===== src/source/cpu_config.svh =====
`ifndef CPU_CONFIG_SVH
`define CPU_CONFIG_SVH

`define WORD_WIDTH      32
`define REG_ADDR_WIDTH  5

`define RESET_VECTOR    32'hBFC0_0000
`define HALT_ADDRESS    32'h0000_0000  // Fetch from here stops the CPU

`define LINK_REG        5'd31
`define V0_REG          5'd2

`endif


===== src/source/mipsPkg.sv =====
`default_nettype none

`include "cpu_config.svh"

package mipsPkg;

    typedef logic [`WORD_WIDTH-1:0]     wordT;
    typedef logic [`REG_ADDR_WIDTH-1:0] regAddrT;
    typedef logic [4:0]                 shamtT;

    typedef enum logic [5:0] {
        opRType = 6'b000000,
        opJ     = 6'b000010,
        opJal   = 6'b000011,
        opBeq   = 6'b000100,
        opBne   = 6'b000101,
        opAddiu = 6'b001001,
        opSlti  = 6'b001010,
        opAndi  = 6'b001100,
        opOri   = 6'b001101,
        opXori  = 6'b001110,
        opLui   = 6'b001111,
        opLw    = 6'b100011,
        opSw    = 6'b101011
    } opcodeT;

    typedef enum logic [5:0] {
        fnSll  = 6'b000000,
        fnSrl  = 6'b000010,
        fnSra  = 6'b000011,
        fnSllv = 6'b000100,
        fnSrlv = 6'b000110,
        fnSrav = 6'b000111,
        fnJr   = 6'b001000,
        fnAddu = 6'b100001,
        fnSubu = 6'b100011,
        fnAnd  = 6'b100100,
        fnOr   = 6'b100101,
        fnXor  = 6'b100110,
        fnSlt  = 6'b101010
    } funcT;

    typedef enum logic [3:0] {
        aluAdd, aluSub, aluAnd, aluOr, aluXor, aluSlt, aluSll,
        aluSrl, aluSra, aluSllv, aluSrlv, aluSrav, aluLui
    } aluOpT;

    typedef enum logic [2:0] {
        brNone, brBeq, brBne, brJump, brJumpReg
    } branchKindT;

    typedef enum logic [2:0] {
        stFetch     = 3'd0,
        stDecode    = 3'd1,
        stExecute   = 3'd2,
        stMemory    = 3'd3,
        stWriteback = 3'd4,
        stHalted    = 3'd7
    } cpuStateT;

endpackage

`default_nettype wire


===== src/source/alu.sv =====
`default_nettype none
`timescale 1ns/1ps

module alu (
    input  mipsPkg::aluOpT aluOp,
    input  mipsPkg::wordT  a,
    input  mipsPkg::wordT  b,
    input  mipsPkg::shamtT shamt,
    output mipsPkg::wordT  result,
    output logic           zero
);
    import mipsPkg::*;

    shamtT varShamt;
    logic  lessThan;

    assign varShamt = a[4:0];  // Variable shifts take rs
    assign lessThan = $signed(a) < $signed(b);

    always_comb begin
        case (aluOp)
            aluAdd:  result = a + b;
            aluSub:  result = a - b;
            aluAnd:  result = a & b;
            aluOr:   result = a | b;
            aluXor:  result = a ^ b;
            aluSlt:  result = wordT'(lessThan);
            aluSll:  result = b << shamt;
            aluSrl:  result = b >> shamt;
            aluSra:  result = $signed(b) >>> shamt;
            aluSllv: result = b << varShamt;
            aluSrlv: result = b >> varShamt;
            aluSrav: result = $signed(b) >>> varShamt;
            aluLui:  result = {b[15:0], 16'h0000};
            default: result = '0;
        endcase
    end

    // Branch compare runs through aluSub
    assign zero = (result == '0);

endmodule

`default_nettype wire


===== src/source/controlUnit.sv =====
`default_nettype none
`timescale 1ns/1ps

`include "cpu_config.svh"

module controlUnit (
    input  logic                clk,
    input  logic                rst,
    input  logic                waitrequest,
    input  mipsPkg::wordT       readdata,
    input  mipsPkg::aluOpT      aluOp,
    input  logic                useImmediate,
    input  mipsPkg::wordT       immediate,
    input  mipsPkg::regAddrT    destReg,
    input  logic                regWrite,
    input  logic                isLoad,
    input  logic                isStore,
    input  mipsPkg::branchKindT branchKind,
    input  logic                isLink,
    input  mipsPkg::wordT       aluResult,
    input  logic                zero,
    input  mipsPkg::wordT       rsData,
    input  mipsPkg::wordT       rtData,
    output mipsPkg::wordT       instr,
    output mipsPkg::regAddrT    rsAddr,
    output mipsPkg::regAddrT    rtAddr,
    output logic                wrEnable,
    output mipsPkg::regAddrT    wrAddr,
    output mipsPkg::wordT       wrData,
    output mipsPkg::aluOpT      execAluOp,
    output mipsPkg::wordT       aluA,
    output mipsPkg::wordT       aluB,
    output logic                active,
    output mipsPkg::wordT       address,
    output logic                read,
    output logic                write,
    output mipsPkg::wordT       writedata,
    output logic [3:0]          byteenable
);
    import mipsPkg::*;

    cpuStateT state;
    wordT     pc;
    wordT     pcPlus4;
    wordT     nextPc;
    wordT     target;
    wordT     loadData;
    logic     taken;
    logic     branchTaken;  // Set in execute, delay slot comes next
    logic     slotPending;  // Delay slot in flight, target follows it

    assign pcPlus4 = pc + wordT'(4);
    assign nextPc  = slotPending ? target : pcPlus4;
    assign rsAddr  = instr[25:21];
    assign rtAddr  = instr[20:16];

    always_comb begin
        case (branchKind)
            brBeq:             taken = zero;
            brBne:             taken = !zero;
            brJump, brJumpReg: taken = 1'b1;
            default:           taken = 1'b0;
        endcase
    end

    always_ff @(posedge clk) begin
        if (rst) begin
            state       <= stFetch;
            pc          <= `RESET_VECTOR;
            read        <= 1'b0;
            write       <= 1'b0;
            branchTaken <= 1'b0;
            slotPending <= 1'b0;
        end else begin
            case (state)
                stFetch: begin
                    if (!read) begin
                        // Only reached after reset or at the halt address
                        if (pc == `HALT_ADDRESS) begin
                            state <= stHalted;
                        end else begin
                            read <= 1'b1;
                        end
                    end else if (!waitrequest) begin
                        read  <= 1'b0;
                        state <= stDecode;
                    end
                end
                stDecode: state <= stExecute;
                stExecute: begin
                    if (taken) begin
                        branchTaken <= 1'b1;
                    end
                    read  <= isLoad;
                    write <= isStore;
                    state <= stMemory;
                end
                stMemory: begin
                    if (!(read || write) || !waitrequest) begin
                        read  <= 1'b0;
                        write <= 1'b0;
                        state <= stWriteback;
                    end
                end
                stWriteback: begin
                    pc          <= nextPc;
                    slotPending <= branchTaken;
                    branchTaken <= 1'b0;
                    read        <= (nextPc != `HALT_ADDRESS);  // Fetch strobe ready at once
                    state       <= stFetch;
                end
                default: state <= stHalted;
            endcase
        end
    end

    // Payload latches
    always_ff @(posedge clk) begin
        if (state == stFetch && read && !waitrequest) begin
            instr <= readdata;
        end
        if (state == stDecode) begin
            aluA      <= rsData;
            aluB      <= useImmediate ? immediate : rtData;
            execAluOp <= aluOp;
            writedata <= rtData;
        end
        if (state == stExecute && taken) begin
            case (branchKind)
                brJump:    target <= {pcPlus4[31:28], instr[25:0], 2'b00};
                brJumpReg: target <= aluA;
                default:   target <= pcPlus4 + {immediate[29:0], 2'b00};
            endcase
        end
        if (state == stMemory && read && !waitrequest) begin
            loadData <= readdata;
        end
    end

    assign address    = (state == stMemory) ? aluResult : pc;
    assign byteenable = (read || write) ? 4'b1111 : 4'b0000;
    assign active     = !(state == stHalted || (state == stFetch && pc == `HALT_ADDRESS));

    assign wrEnable = (state == stWriteback) && regWrite;
    assign wrAddr   = destReg;
    assign wrData   = isLoad ? loadData : isLink ? pc + wordT'(8) : aluResult;

endmodule

`default_nettype wire


===== src/source/decoder.sv =====
`default_nettype none
`timescale 1ns/1ps

`include "cpu_config.svh"

module decoder (
    input  mipsPkg::wordT       instr,
    output mipsPkg::aluOpT      aluOp,
    output logic                useImmediate,
    output mipsPkg::wordT       immediate,
    output mipsPkg::regAddrT    destReg,
    output logic                regWrite,
    output logic                isLoad,
    output logic                isStore,
    output mipsPkg::branchKindT branchKind,
    output logic                isLink,
    output mipsPkg::shamtT      shamt
);
    import mipsPkg::*;

    opcodeT      opcode;
    funcT        func;
    regAddrT     rt;
    regAddrT     rd;
    logic [15:0] imm16;
    logic        zeroExtend;

    assign opcode = opcodeT'(instr[31:26]);
    assign func   = funcT'(instr[5:0]);
    assign rt     = instr[20:16];
    assign rd     = instr[15:11];
    assign imm16  = instr[15:0];
    assign shamt  = instr[10:6];

    // Logical immediates are zero extended
    assign immediate = zeroExtend ? {16'h0000, imm16} : {{16{imm16[15]}}, imm16};

    always_comb begin
        aluOp        = aluAdd;
        useImmediate = 1'b0;
        zeroExtend   = 1'b0;
        destReg      = rt;
        regWrite     = 1'b0;
        isLoad       = 1'b0;
        isStore      = 1'b0;
        branchKind   = brNone;
        isLink       = 1'b0;
        case (opcode)
            opRType: begin
                destReg  = rd;
                regWrite = 1'b1;
                case (func)
                    fnAddu:  aluOp = aluAdd;
                    fnSubu:  aluOp = aluSub;
                    fnAnd:   aluOp = aluAnd;
                    fnOr:    aluOp = aluOr;
                    fnXor:   aluOp = aluXor;
                    fnSlt:   aluOp = aluSlt;
                    fnSll:   aluOp = aluSll;
                    fnSrl:   aluOp = aluSrl;
                    fnSra:   aluOp = aluSra;
                    fnSllv:  aluOp = aluSllv;
                    fnSrlv:  aluOp = aluSrlv;
                    fnSrav:  aluOp = aluSrav;
                    fnJr: begin
                        regWrite   = 1'b0;
                        branchKind = brJumpReg;
                    end
                    default: regWrite = 1'b0;  // Unsupported function
                endcase
            end
            opAddiu: begin
                useImmediate = 1'b1;
                regWrite     = 1'b1;
            end
            opSlti: begin
                aluOp        = aluSlt;
                useImmediate = 1'b1;
                regWrite     = 1'b1;
            end
            opAndi, opOri, opXori: begin
                aluOp        = (opcode == opAndi) ? aluAnd : (opcode == opOri) ? aluOr : aluXor;
                useImmediate = 1'b1;
                zeroExtend   = 1'b1;
                regWrite     = 1'b1;
            end
            opLui: begin
                aluOp        = aluLui;
                useImmediate = 1'b1;
                regWrite     = 1'b1;
            end
            opLw: begin
                useImmediate = 1'b1;
                regWrite     = 1'b1;
                isLoad       = 1'b1;
            end
            opSw: begin
                useImmediate = 1'b1;
                isStore      = 1'b1;
            end
            opBeq, opBne: begin
                aluOp      = aluSub;
                branchKind = (opcode == opBeq) ? brBeq : brBne;
            end
            opJ:   branchKind = brJump;
            opJal: begin
                branchKind = brJump;
                isLink     = 1'b1;
                destReg    = `LINK_REG;
                regWrite   = 1'b1;
            end
            default: ;
        endcase
    end

endmodule

`default_nettype wire


===== src/source/mipsCpuBus.sv =====
`default_nettype none
`timescale 1ns/1ps

module mipsCpuBus (
    input  logic          clk,
    input  logic          rst,
    output logic          active,
    output mipsPkg::wordT registerV0,
    output mipsPkg::wordT address,
    output logic          write,
    output logic          read,
    input  logic          waitrequest,
    output mipsPkg::wordT writedata,
    output logic [3:0]    byteenable,
    input  mipsPkg::wordT readdata
);
    import mipsPkg::*;

    wordT       instr;
    aluOpT      aluOp;
    aluOpT      execAluOp;
    logic       useImmediate;
    wordT       immediate;
    regAddrT    destReg;
    logic       regWrite;
    logic       isLoad;
    logic       isStore;
    branchKindT branchKind;
    logic       isLink;
    shamtT      shamt;
    wordT       aluA;
    wordT       aluB;
    wordT       aluResult;
    logic       zero;
    regAddrT    rsAddr;
    regAddrT    rtAddr;
    wordT       rsData;
    wordT       rtData;
    logic       wrEnable;
    regAddrT    wrAddr;
    wordT       wrData;

    controlUnit control0 (
        .clk(clk), .rst(rst), .waitrequest(waitrequest), .readdata(readdata),
        .aluOp(aluOp), .useImmediate(useImmediate), .immediate(immediate),
        .destReg(destReg), .regWrite(regWrite), .isLoad(isLoad), .isStore(isStore),
        .branchKind(branchKind), .isLink(isLink), .aluResult(aluResult), .zero(zero),
        .rsData(rsData), .rtData(rtData), .instr(instr), .rsAddr(rsAddr), .rtAddr(rtAddr),
        .wrEnable(wrEnable), .wrAddr(wrAddr), .wrData(wrData), .execAluOp(execAluOp),
        .aluA(aluA), .aluB(aluB), .active(active), .address(address), .read(read),
        .write(write), .writedata(writedata), .byteenable(byteenable)
    );

    decoder decoder0 (
        .instr(instr), .aluOp(aluOp), .useImmediate(useImmediate), .immediate(immediate),
        .destReg(destReg), .regWrite(regWrite), .isLoad(isLoad), .isStore(isStore),
        .branchKind(branchKind), .isLink(isLink), .shamt(shamt)
    );

    alu alu0 (
        .aluOp(execAluOp), .a(aluA), .b(aluB), .shamt(shamt), .result(aluResult), .zero(zero)
    );

    registerFile regs0 (
        .clk(clk), .rst(rst), .rsAddr(rsAddr), .rtAddr(rtAddr), .wrEnable(wrEnable),
        .wrAddr(wrAddr), .wrData(wrData), .rsData(rsData), .rtData(rtData),
        .registerV0(registerV0)
    );

endmodule

`default_nettype wire


===== src/source/registerFile.sv =====
`default_nettype none
`timescale 1ns/1ps

`include "cpu_config.svh"

module registerFile (
    input  logic             clk,
    input  logic             rst,
    input  mipsPkg::regAddrT rsAddr,
    input  mipsPkg::regAddrT rtAddr,
    input  logic             wrEnable,
    input  mipsPkg::regAddrT wrAddr,
    input  mipsPkg::wordT    wrData,
    output mipsPkg::wordT    rsData,
    output mipsPkg::wordT    rtData,
    output mipsPkg::wordT    registerV0
);
    import mipsPkg::*;

    localparam int numRegs = 1 << `REG_ADDR_WIDTH;

    wordT regs [0:numRegs-1];

    always_ff @(posedge clk) begin
        if (rst) begin
            for (int i = 0; i < numRegs; i++) begin
                regs[i] <= '0;
            end
        end else if (wrEnable && wrAddr != '0) begin
            regs[wrAddr] <= wrData;
        end
    end

    // $zero reads as zero whatever is stored
    assign rsData = (rsAddr == '0) ? '0 : regs[rsAddr];
    assign rtData = (rtAddr == '0) ? '0 : regs[rtAddr];

    assign registerV0 = regs[`V0_REG];

endmodule

`default_nettype wire


===== config.mk =====
export PLATFORM = sky130hd
export DESIGN_NAME = mipsCpuBus
export DESIGN_NICKNAME = d
export VERILOG_FILES = /design/src/source/mipsPkg.sv /design/src/source/alu.sv /design/src/source/controlUnit.sv /design/src/source/decoder.sv /design/src/source/mipsCpuBus.sv /design/src/source/registerFile.sv
export VERILOG_INCLUDE_DIRS = /design/src /design/src/source
export SDC_FILE = /design/constraint.sdc
export NUM_CORES = 2
export LEC_CHECK = 0
export ABC_AREA = 1
export BUFFER_PORTS_ARGS = -buffer_cell sky130_fd_sc_hd__clkbuf_2
export CAP_MARGIN = 0
export CELL_PAD_IN_SITES_DETAIL_PLACEMENT = 0
export CELL_PAD_IN_SITES_GLOBAL_PLACEMENT = 2
export CORE_ASPECT_RATIO = 0.6
export CORE_MARGIN = 8
export CORE_UTILIZATION = 25
export CTS_CLUSTER_SIZE = 28
export DETAILED_ROUTE_END_ITERATION = 16
export PLACE_DENSITY = 0.66
export SYNTH_ARGS = -nofsm -noshare
export SYNTH_HDL_FRONTEND = slang
export SYNTH_SLANG_ARGS = --single-unit
export TNS_END_PERCENT = 20

===== constraint.sdc =====
create_clock -name clk -period 7.85 [get_ports clk]
set_clock_uncertainty 0.2 [all_clocks]
set_input_delay 0.785 -clock clk [delete_from_list [all_inputs] [get_ports clk]]
set_output_delay 0.785 -clock clk [all_outputs]
set_load 0.02 [all_outputs]

## Word level (Yosys, flattened, before mapping)

Memory sizes are Yosys's and may differ from the RTL's. A register that Yosys moved wholly into a read port is not among the register bits.
Index checks and enable logic that the tools add are counted.

| word-level totals | value |
|---|---|
| memory bits (writable) | 1024 |
| logic and storage cells | 165 |
| memories | 1 |
| register bits after elaboration | 203 |
| input bits | 35 |

Memory list:

| name | words | bits a word | rd ports | clocked after memory_dff | write ports | RTL line | text |
|---|---|---|---|---|---|---|---|
| regs0.regs | 32 | 32 | 3 | 2 | 32 | registerFile.sv:22 | `wordT regs [0:numRegs-1];` |

| operators by class | value |
|---|---|
| shifts and indexed selects | 6 |
| equality and inequality tests | 49 |
| $lt $le $gt $ge | 1 |
| reductions and logical operators | 40 |
| bitwise logic cells | 3 |
| multiplexer cells | 48 |
| add/sub/neg operators | 5 |

Operator list:

| cell | number |
|---|---|
| $pmux 32 s13 | 1 |
| $mux 32 | 8 |
| $add 32x32->32 | 2 |
| $logic_not 32->1 | 2 |
| $pmux 32 s2 | 1 |
| $shl 32x5->32 | 2 |
| $shr 32x5->32 | 2 |
| $sshr 32x5->32 | 2 |
| $eq 6x6->1 const B | 8 |
| $pmux 4 s11 | 1 |
| $eq 6x4->1 const B | 7 |
| $add 32x3->32 const B | 1 |
| $add 32x4->32 const B | 1 |
| $and 32x32->32 | 1 |
| $lt 32x32->1 | 1 |
| $or 32x32->32 | 1 |
| $reduce_bool 32->1 | 1 |
| $reduce_or 32->1 | 1 |
| $sub 32x32->32 | 1 |
| $xor 32x32->32 | 1 |
| $eq 6x3->1 const B | 5 |
| $eq 6x2->1 const B | 4 |
| $eq 4x4->1 const B | 5 |
| $pmux 4 s5 | 1 |
| 36 further kinds | 92 |

## Depth between registers and ports, before layout

| logic depth | value |
|---|---|
| word-level depth | 11 |
| mapped depth | 28 |
| mapped depth without buffers | 27 |

## Modules after synthesis

A second synthesis with hierarchy kept.

| second synthesis, totals | value |
|---|---|
| cell total of the unflattened synthesis | 11400 |
| area total of the unflattened synthesis | 82240.1 µm² |

Modules (own cells, without submodules):

| module | cells each | area an instance (µm²) | instances |
|---|---|---|---|
| registerFile | 7242 | 56471.7 | 1 |
| controlUnit | 1453 | 12838.6 | 1 |
| alu | 2544 | 12099.1 | 1 |
| decoder | 161 | 830.8 | 1 |

## Worst setup path after synthesis

OpenSTA, ideal clock, no wires.

| timing | value |
|---|---|
| path type | reg-to-reg |
| from | register control0.state[0] |
| to | register control0.aluA[0] (read register of regs0.regs) (enable) |
| period minus slack after synthesis | 8.033 ns |
| data arrival time | 7.151 ns |
| setup time | 0.682 ns |
| data required time | 6.968 ns |
| setup slack | -0.183 ns |
| cell stages (with the launch flop) | 3 |
| cells stage by stage | dfxtp_1 inv_1 nor3_1 |

| on the way | value |
|---|---|
| longest elaborated chain between the ends | 1 |

RTL lines:

| item | RTL line | text |
|---|---|---|
| from (decl) | controlUnit.sv:42 | `cpuStateT state;` |
| from (signal assigned) | controlUnit.sv:68 | `state <= stFetch;` |
| from (signal assigned) | controlUnit.sv:80 | `state <= stHalted;` |
| from (signal assigned) | controlUnit.sv:86 | `state <= stDecode;` |
| $eq 3x1->1 | controlUnit.sv:122 | `if (state == stDecode) begin` |
| to (decl) | controlUnit.sv:31 | `output mipsPkg::wordT aluA,` |

Every way passes these cells.
A chain may end at the register's enable or synchronous reset.

## Final worst setup path

| timing | value |
|---|---|
| from | register control0.aluA[0] (read register of regs0.regs) |
| to | output port address[2] |

| on the way | value |
|---|---|
| longest elaborated chain between the ends | 3 |
| elaborated cells between the ends (all ways) | 7 |
| those cells by class | 2 x add/sub; 3 x shift; 2 x mux |

RTL lines:

| item | RTL line | text |
|---|---|---|
| $sub 32x32->32 (tied with other cells) | alu.sv:23 | `aluSub: result = a - b;` |
| $pmux 32 s13 * | alu.sv:21 | `case (aluOp)` |
| $mux 32 * | controlUnit.sv:140 | `assign address = (state == stMemory) ? aluResult : pc;` |
| to (decl) | mipsCpuBus.sv:9 | `output mipsPkg::wordT address,` |

Every way passes the cells marked *; elsewhere a longest branch is shown, timed or not.

==> reports/results.md <==
| Quantity | Value | Unit |
|---|---|---|
| Result of the run | complete, but fails checks | - |
| Failing checks | setup timing | - |
| Most used routing layer in global routing | met1 | - |
| Largest net degree at the start of global routing | 151 | - |
| Total negative slack | -234.2 | ps |
| Worst Setup Slack, final | -204.6 | ps |
| Post-detailed-route DRC marker count | 0 | - |
| Proportion of netlist area held by the largest area contributor | 0.4665 | - |
| IO Count | 138 | - |
| Library cell occupying the most area in the post-synthesis netlist | sky130_fd_sc_hd__edfxtp_1 | - |
| 1st-iter DRT viols | 14380 | - |
| Hold violation total from the final report | 0 | - |
| DR vias/cell | 5.890 | - |
| Die Outline Area | 332900 | sq um |
| Initial antenna violation count | 35 | - |
| Largest fanout of any net on the critical path | 34 | - |
| Top achievable clock speed | 0.1242 | GHz |
| Required time reported for the critical path endpoint | 6860 | ps |
| Overall Global Routing Usage | 0.2782 | - |
| Path class of the lowest-slack min-delay path | input port to flop | - |
| Root Driver | sky130_fd_sc_hd__clkbuf_16 | - |
| Least-Margin Pin Slew | 1475 | ps |
| Core Area | 312700 | sq um |
| Total setup violations reported at the end of the flow | 2 | - |
| Share of flip-flops with an asynchronous set or reset after synthesis | 0 | - |
| Number of flops mapped to enable cells by yosys | 1220 | - |
| NetSw | 0.01603 | W |
| Die span in y | 450.1 | microns |
| Wirelength per Cell | 35.26 | microns |
| Warnings, synthesis | 0 | - |
| FF+latch area | 37530 | sq um |
| Area growth from synthesis to layout | 12.71 | % |
| Clk buf depth | 4 | - |
| Slowest cell on crit path | sky130_fd_sc_hd__nand2_2 | - |
| Count of nets after finishing | 9758 | - |
| Total area of multi-input combinational cells | 36290 | sq um |
| I/O Buffers | 137 | - |
| Final max-slew violation count | 0 | - |
| First drt pass iteration count | 6 | - |
| Setup repair after global routing missed its margin | no | - |
| VDD IR-drop max | 0.0002617 | V |
| Post-detailed-placement half-perimeter wirelength | 336600 | microns |
| Launching element type of the critical path | flop | - |
| Top cell by count, worst path | sky130_fd_sc_hd__nand3_1 | - |
| Clock Pin Slew Worst Setup and Hold Paths | 80 | ps |
| Power share of the sequential group | 0.278 | - |
| Number of H-tree levels | 4 | - |
| TritonCTS clock tree | built | - |
| Filler Cells Inserted | 33400 | - |
| Core occupancy in the finished layout | 0.2830 | - |
| Internal power | 0.01479 | W |
| Clock network fraction of design power | 0.220 | - |
| Delay of the slowest critical-path stage | 1020 | ps |
| Global placement routability congestion | 1.047 | - |
| Average cell area after synthesis | 8.007 | sq um |
| Proportion of synthesized chip area in sequential cells | 0.4777 | - |
| Top cells by count, synth | sky130_fd_sc_hd__nor2_1 (2215), sky130_fd_sc_hd__o21ai_0 (1281), sky130_fd_sc_hd__nand2_1 (1271) | - |
| Type of the worst setup path | flop to output port | - |
| Post-synthesis cell type count | 63 | - |
| Worst-Skew Late Latency | 860 | ps |
| Share of the clock period used by the worst path | 1.026 | - |
| Pwr/cell area | 348.3 | nW/um^2 |
| Floorplan die width | 739.6 | microns |
| First-pass GRT wire length | 651400 | microns |
| Cell-by-cell listing of the critical path | inv_1, nand3_2, nand2_2, nand2_1, nand3_1, nand3_1, nand3_1, nand2_1, nand2_1, nand3_1, nor2_1, o21ai_0, clkbuf_2 | - |
| Pre-CTS setup slack | 567.8 | ps |
| Total leakage power | 32.37 | nW |
| Worst Path Arrival | 7070 | ps |
| Total via count in the routed design | 81810 | - |
| Floorplan row count | 159 | - |
| Post-CTS Setup Inserts | 0 | - |
| Routing usage on met1 | 0.4320 | - |
| TritonCTS Buffers | 145 | - |
| Global-route met3 utilization | 0.1258 | - |
| Initial cell density of the core | 0.2511 | - |
| Post-Synthesis Cells | 9808 | - |
| Wire length after detailed routing | 489800 | microns |
| Cell area after technology mapping | 78530 | sq um |
| Kind of capture point of the worst setup path | output port | - |
| Maximum capacitance violations | 0 | - |
| Number of global-route vias before repair | 73520 | - |
| Relative contribution of combinational cells to total power | 0.502 | - |
| Number of antenna-violating nets in the routed design | 0 | - |
| Leading cell types by total area after synthesis | sky130_fd_sc_hd__edfxtp_1 (47%), sky130_fd_sc_hd__nor2_1 (11%), sky130_fd_sc_hd__o21ai_0 (8.2%) | - |
| Minimum period implied by the final worst setup slack | 8055 | ps |
| Switching Fraction | 0.5201 | - |
| Fraction of final layout cells sized beyond drive strength 1 | 0.07782 | - |
| Slew Limit Headroom | 0.01687 | - |
| Flops & latches, synth | 1264 | - |
| GRT met2 Usage | 0.3362 | - |
| Worst reg-to-reg setup slack | 250 | ps |
| TritonCTS sink count | 1264 | - |
| Count leader, synth | sky130_fd_sc_hd__nor2_1 | - |
| GRT Residual Overflow | 0 | - |
| Most used DFF post-synth | sky130_fd_sc_hd__edfxtp_1 | - |
## power groups by stage
stage | registers [W] | clock network (W) | logic [W]
floorplan | 0.00840 | 0 | 0.00751
global placement | 0.00864 | 0 | 0.0147
detailed placement | 0.00865 | 0 | 0.0146
CTS | 0.00851 | 0.00685 | 0.0146
global route | 0.00856 | 0.00709 | 0.0158
finish | 0.00856 | 0.00680 | 0.0155
## sequential cells by signal, indices dropped and copies added (netlist names), named ones only
signal                count
control0.aluA            32
control0.aluB            32
control0.branchTaken      1
control0.execAluOp        4
control0.instr           32
control0.loadData        32
control0.pc              32
control0.read             1
control0.slotPending      1
control0.state            3
control0.target          32
control0.write            1
control0.writedata       32
regs0.regs             1024
## kinds of logic after synthesis
family,Yosys count,synth area share
AOI/OAI and AO/OA,2449,0.1853
other,1,0.00004775
DFF,1264,0.4777
muxes,22,0.002820
xor gates and xnor gates,52,0.005799
and+or+nand+nor,4573,0.2388
buffers and inverters,1313,0.06782
adders and majority gates,134,0.02164
## timing repair
| item | 4_1_cts | 5_1_grt |
|---|---|---|
| setup endpoints to repair | 0 | 4 |
| hold endpoints to repair | 40 | 0 |
| gates resized for setup | 0 | 1 |
| hold buffers | 20 | 0 |
## stage by stage
step           std cells  hold WS, ps  cell area [sq um]  power, W
5_1_grt            13880        22.03              88480   0.03149
2_1_floorplan       9839        246.1              78650   0.01592
3_3_place_gp       13610        265.1              83950   0.02333
3_5_place_dp       13610        267.2              83950   0.02322
6_report           13890        41.32              88510   0.03083
4_1_cts            13870        7.606              88460   0.02998
## area by class of cell
| type | instances | share of cell area |
|---|---|---|
| clock buffers | 189 | 0.04358 |
| flip-flops and latches | 1264 | 0.4240 |
| well taps | 4186 | 0.05917 |
| multi-input cells | 7262 | 0.4100 |
| repair buffers | 436 | 0.03687 |
| inverters | 480 | 0.02088 |
| clock inverters | 58 | 0.005061 |
| diodes | 14 | 0.0003958 |
## cells in the final DEF, fill, tap and decap left out, drive strengths merged, types with 7 or more instances in the layout
master / Yosys / layout
a21oi: 385 / 385
a221oi: 20 / 20
a22oi: 16 / 16
a31oi: 84 / 84
a32o: 11 / 11
and2: 40 / 40
buf: 276 / 280
clkbuf: 557 / 325
clkinv: 8 / 56
conb: 1 / 32
dfxtp: 44 / 44
diode: 0 / 14
dlygate4sd3: 0 / 20
edfxtp: 1220 / 1220
ha: 131 / 131
inv: 472 / 475
mux2i: 21 / 21
nand2: 1278 / 1278
nand3: 903 / 903
nand4: 48 / 48
nor2: 2222 / 2222
nor3: 48 / 48
nor4: 20 / 20
o211ai: 51 / 51
o21ai: 1307 / 1307
o21bai: 17 / 17
o221ai: 381 / 381
o22ai: 141 / 141
or2: 7 / 7
xnor2: 7 / 7
xor2: 45 / 45
## final timing paths
kind	cells after the start	start	to
worst min-delay path	1	readdata[22]	control0.instr[22]
worst max-delay path	13	control0.aluA[0]	address[2]
worst min register to register	2	control0.branchTaken	control0.branchTaken
worst max register to register	20	control0.aluA[0]	control0.target[5]
## critical path, delay by kind of cell, from the launching register on
kind	cells	cell delay, ps
buf+inv	2	990
compound gates	1	240
simple gates	10	4370
flops	1	540
## per-layer routing
metal,routed length [microns],part of all wire,up-vias
met5,20,0.000041,-
met4,12110,0.025,4
met3,78660,0.16,620
met2,170400,0.35,6153
met1,228600,0.47,41040
li1,-,-,33990
(Power assumes the default switching activity.)
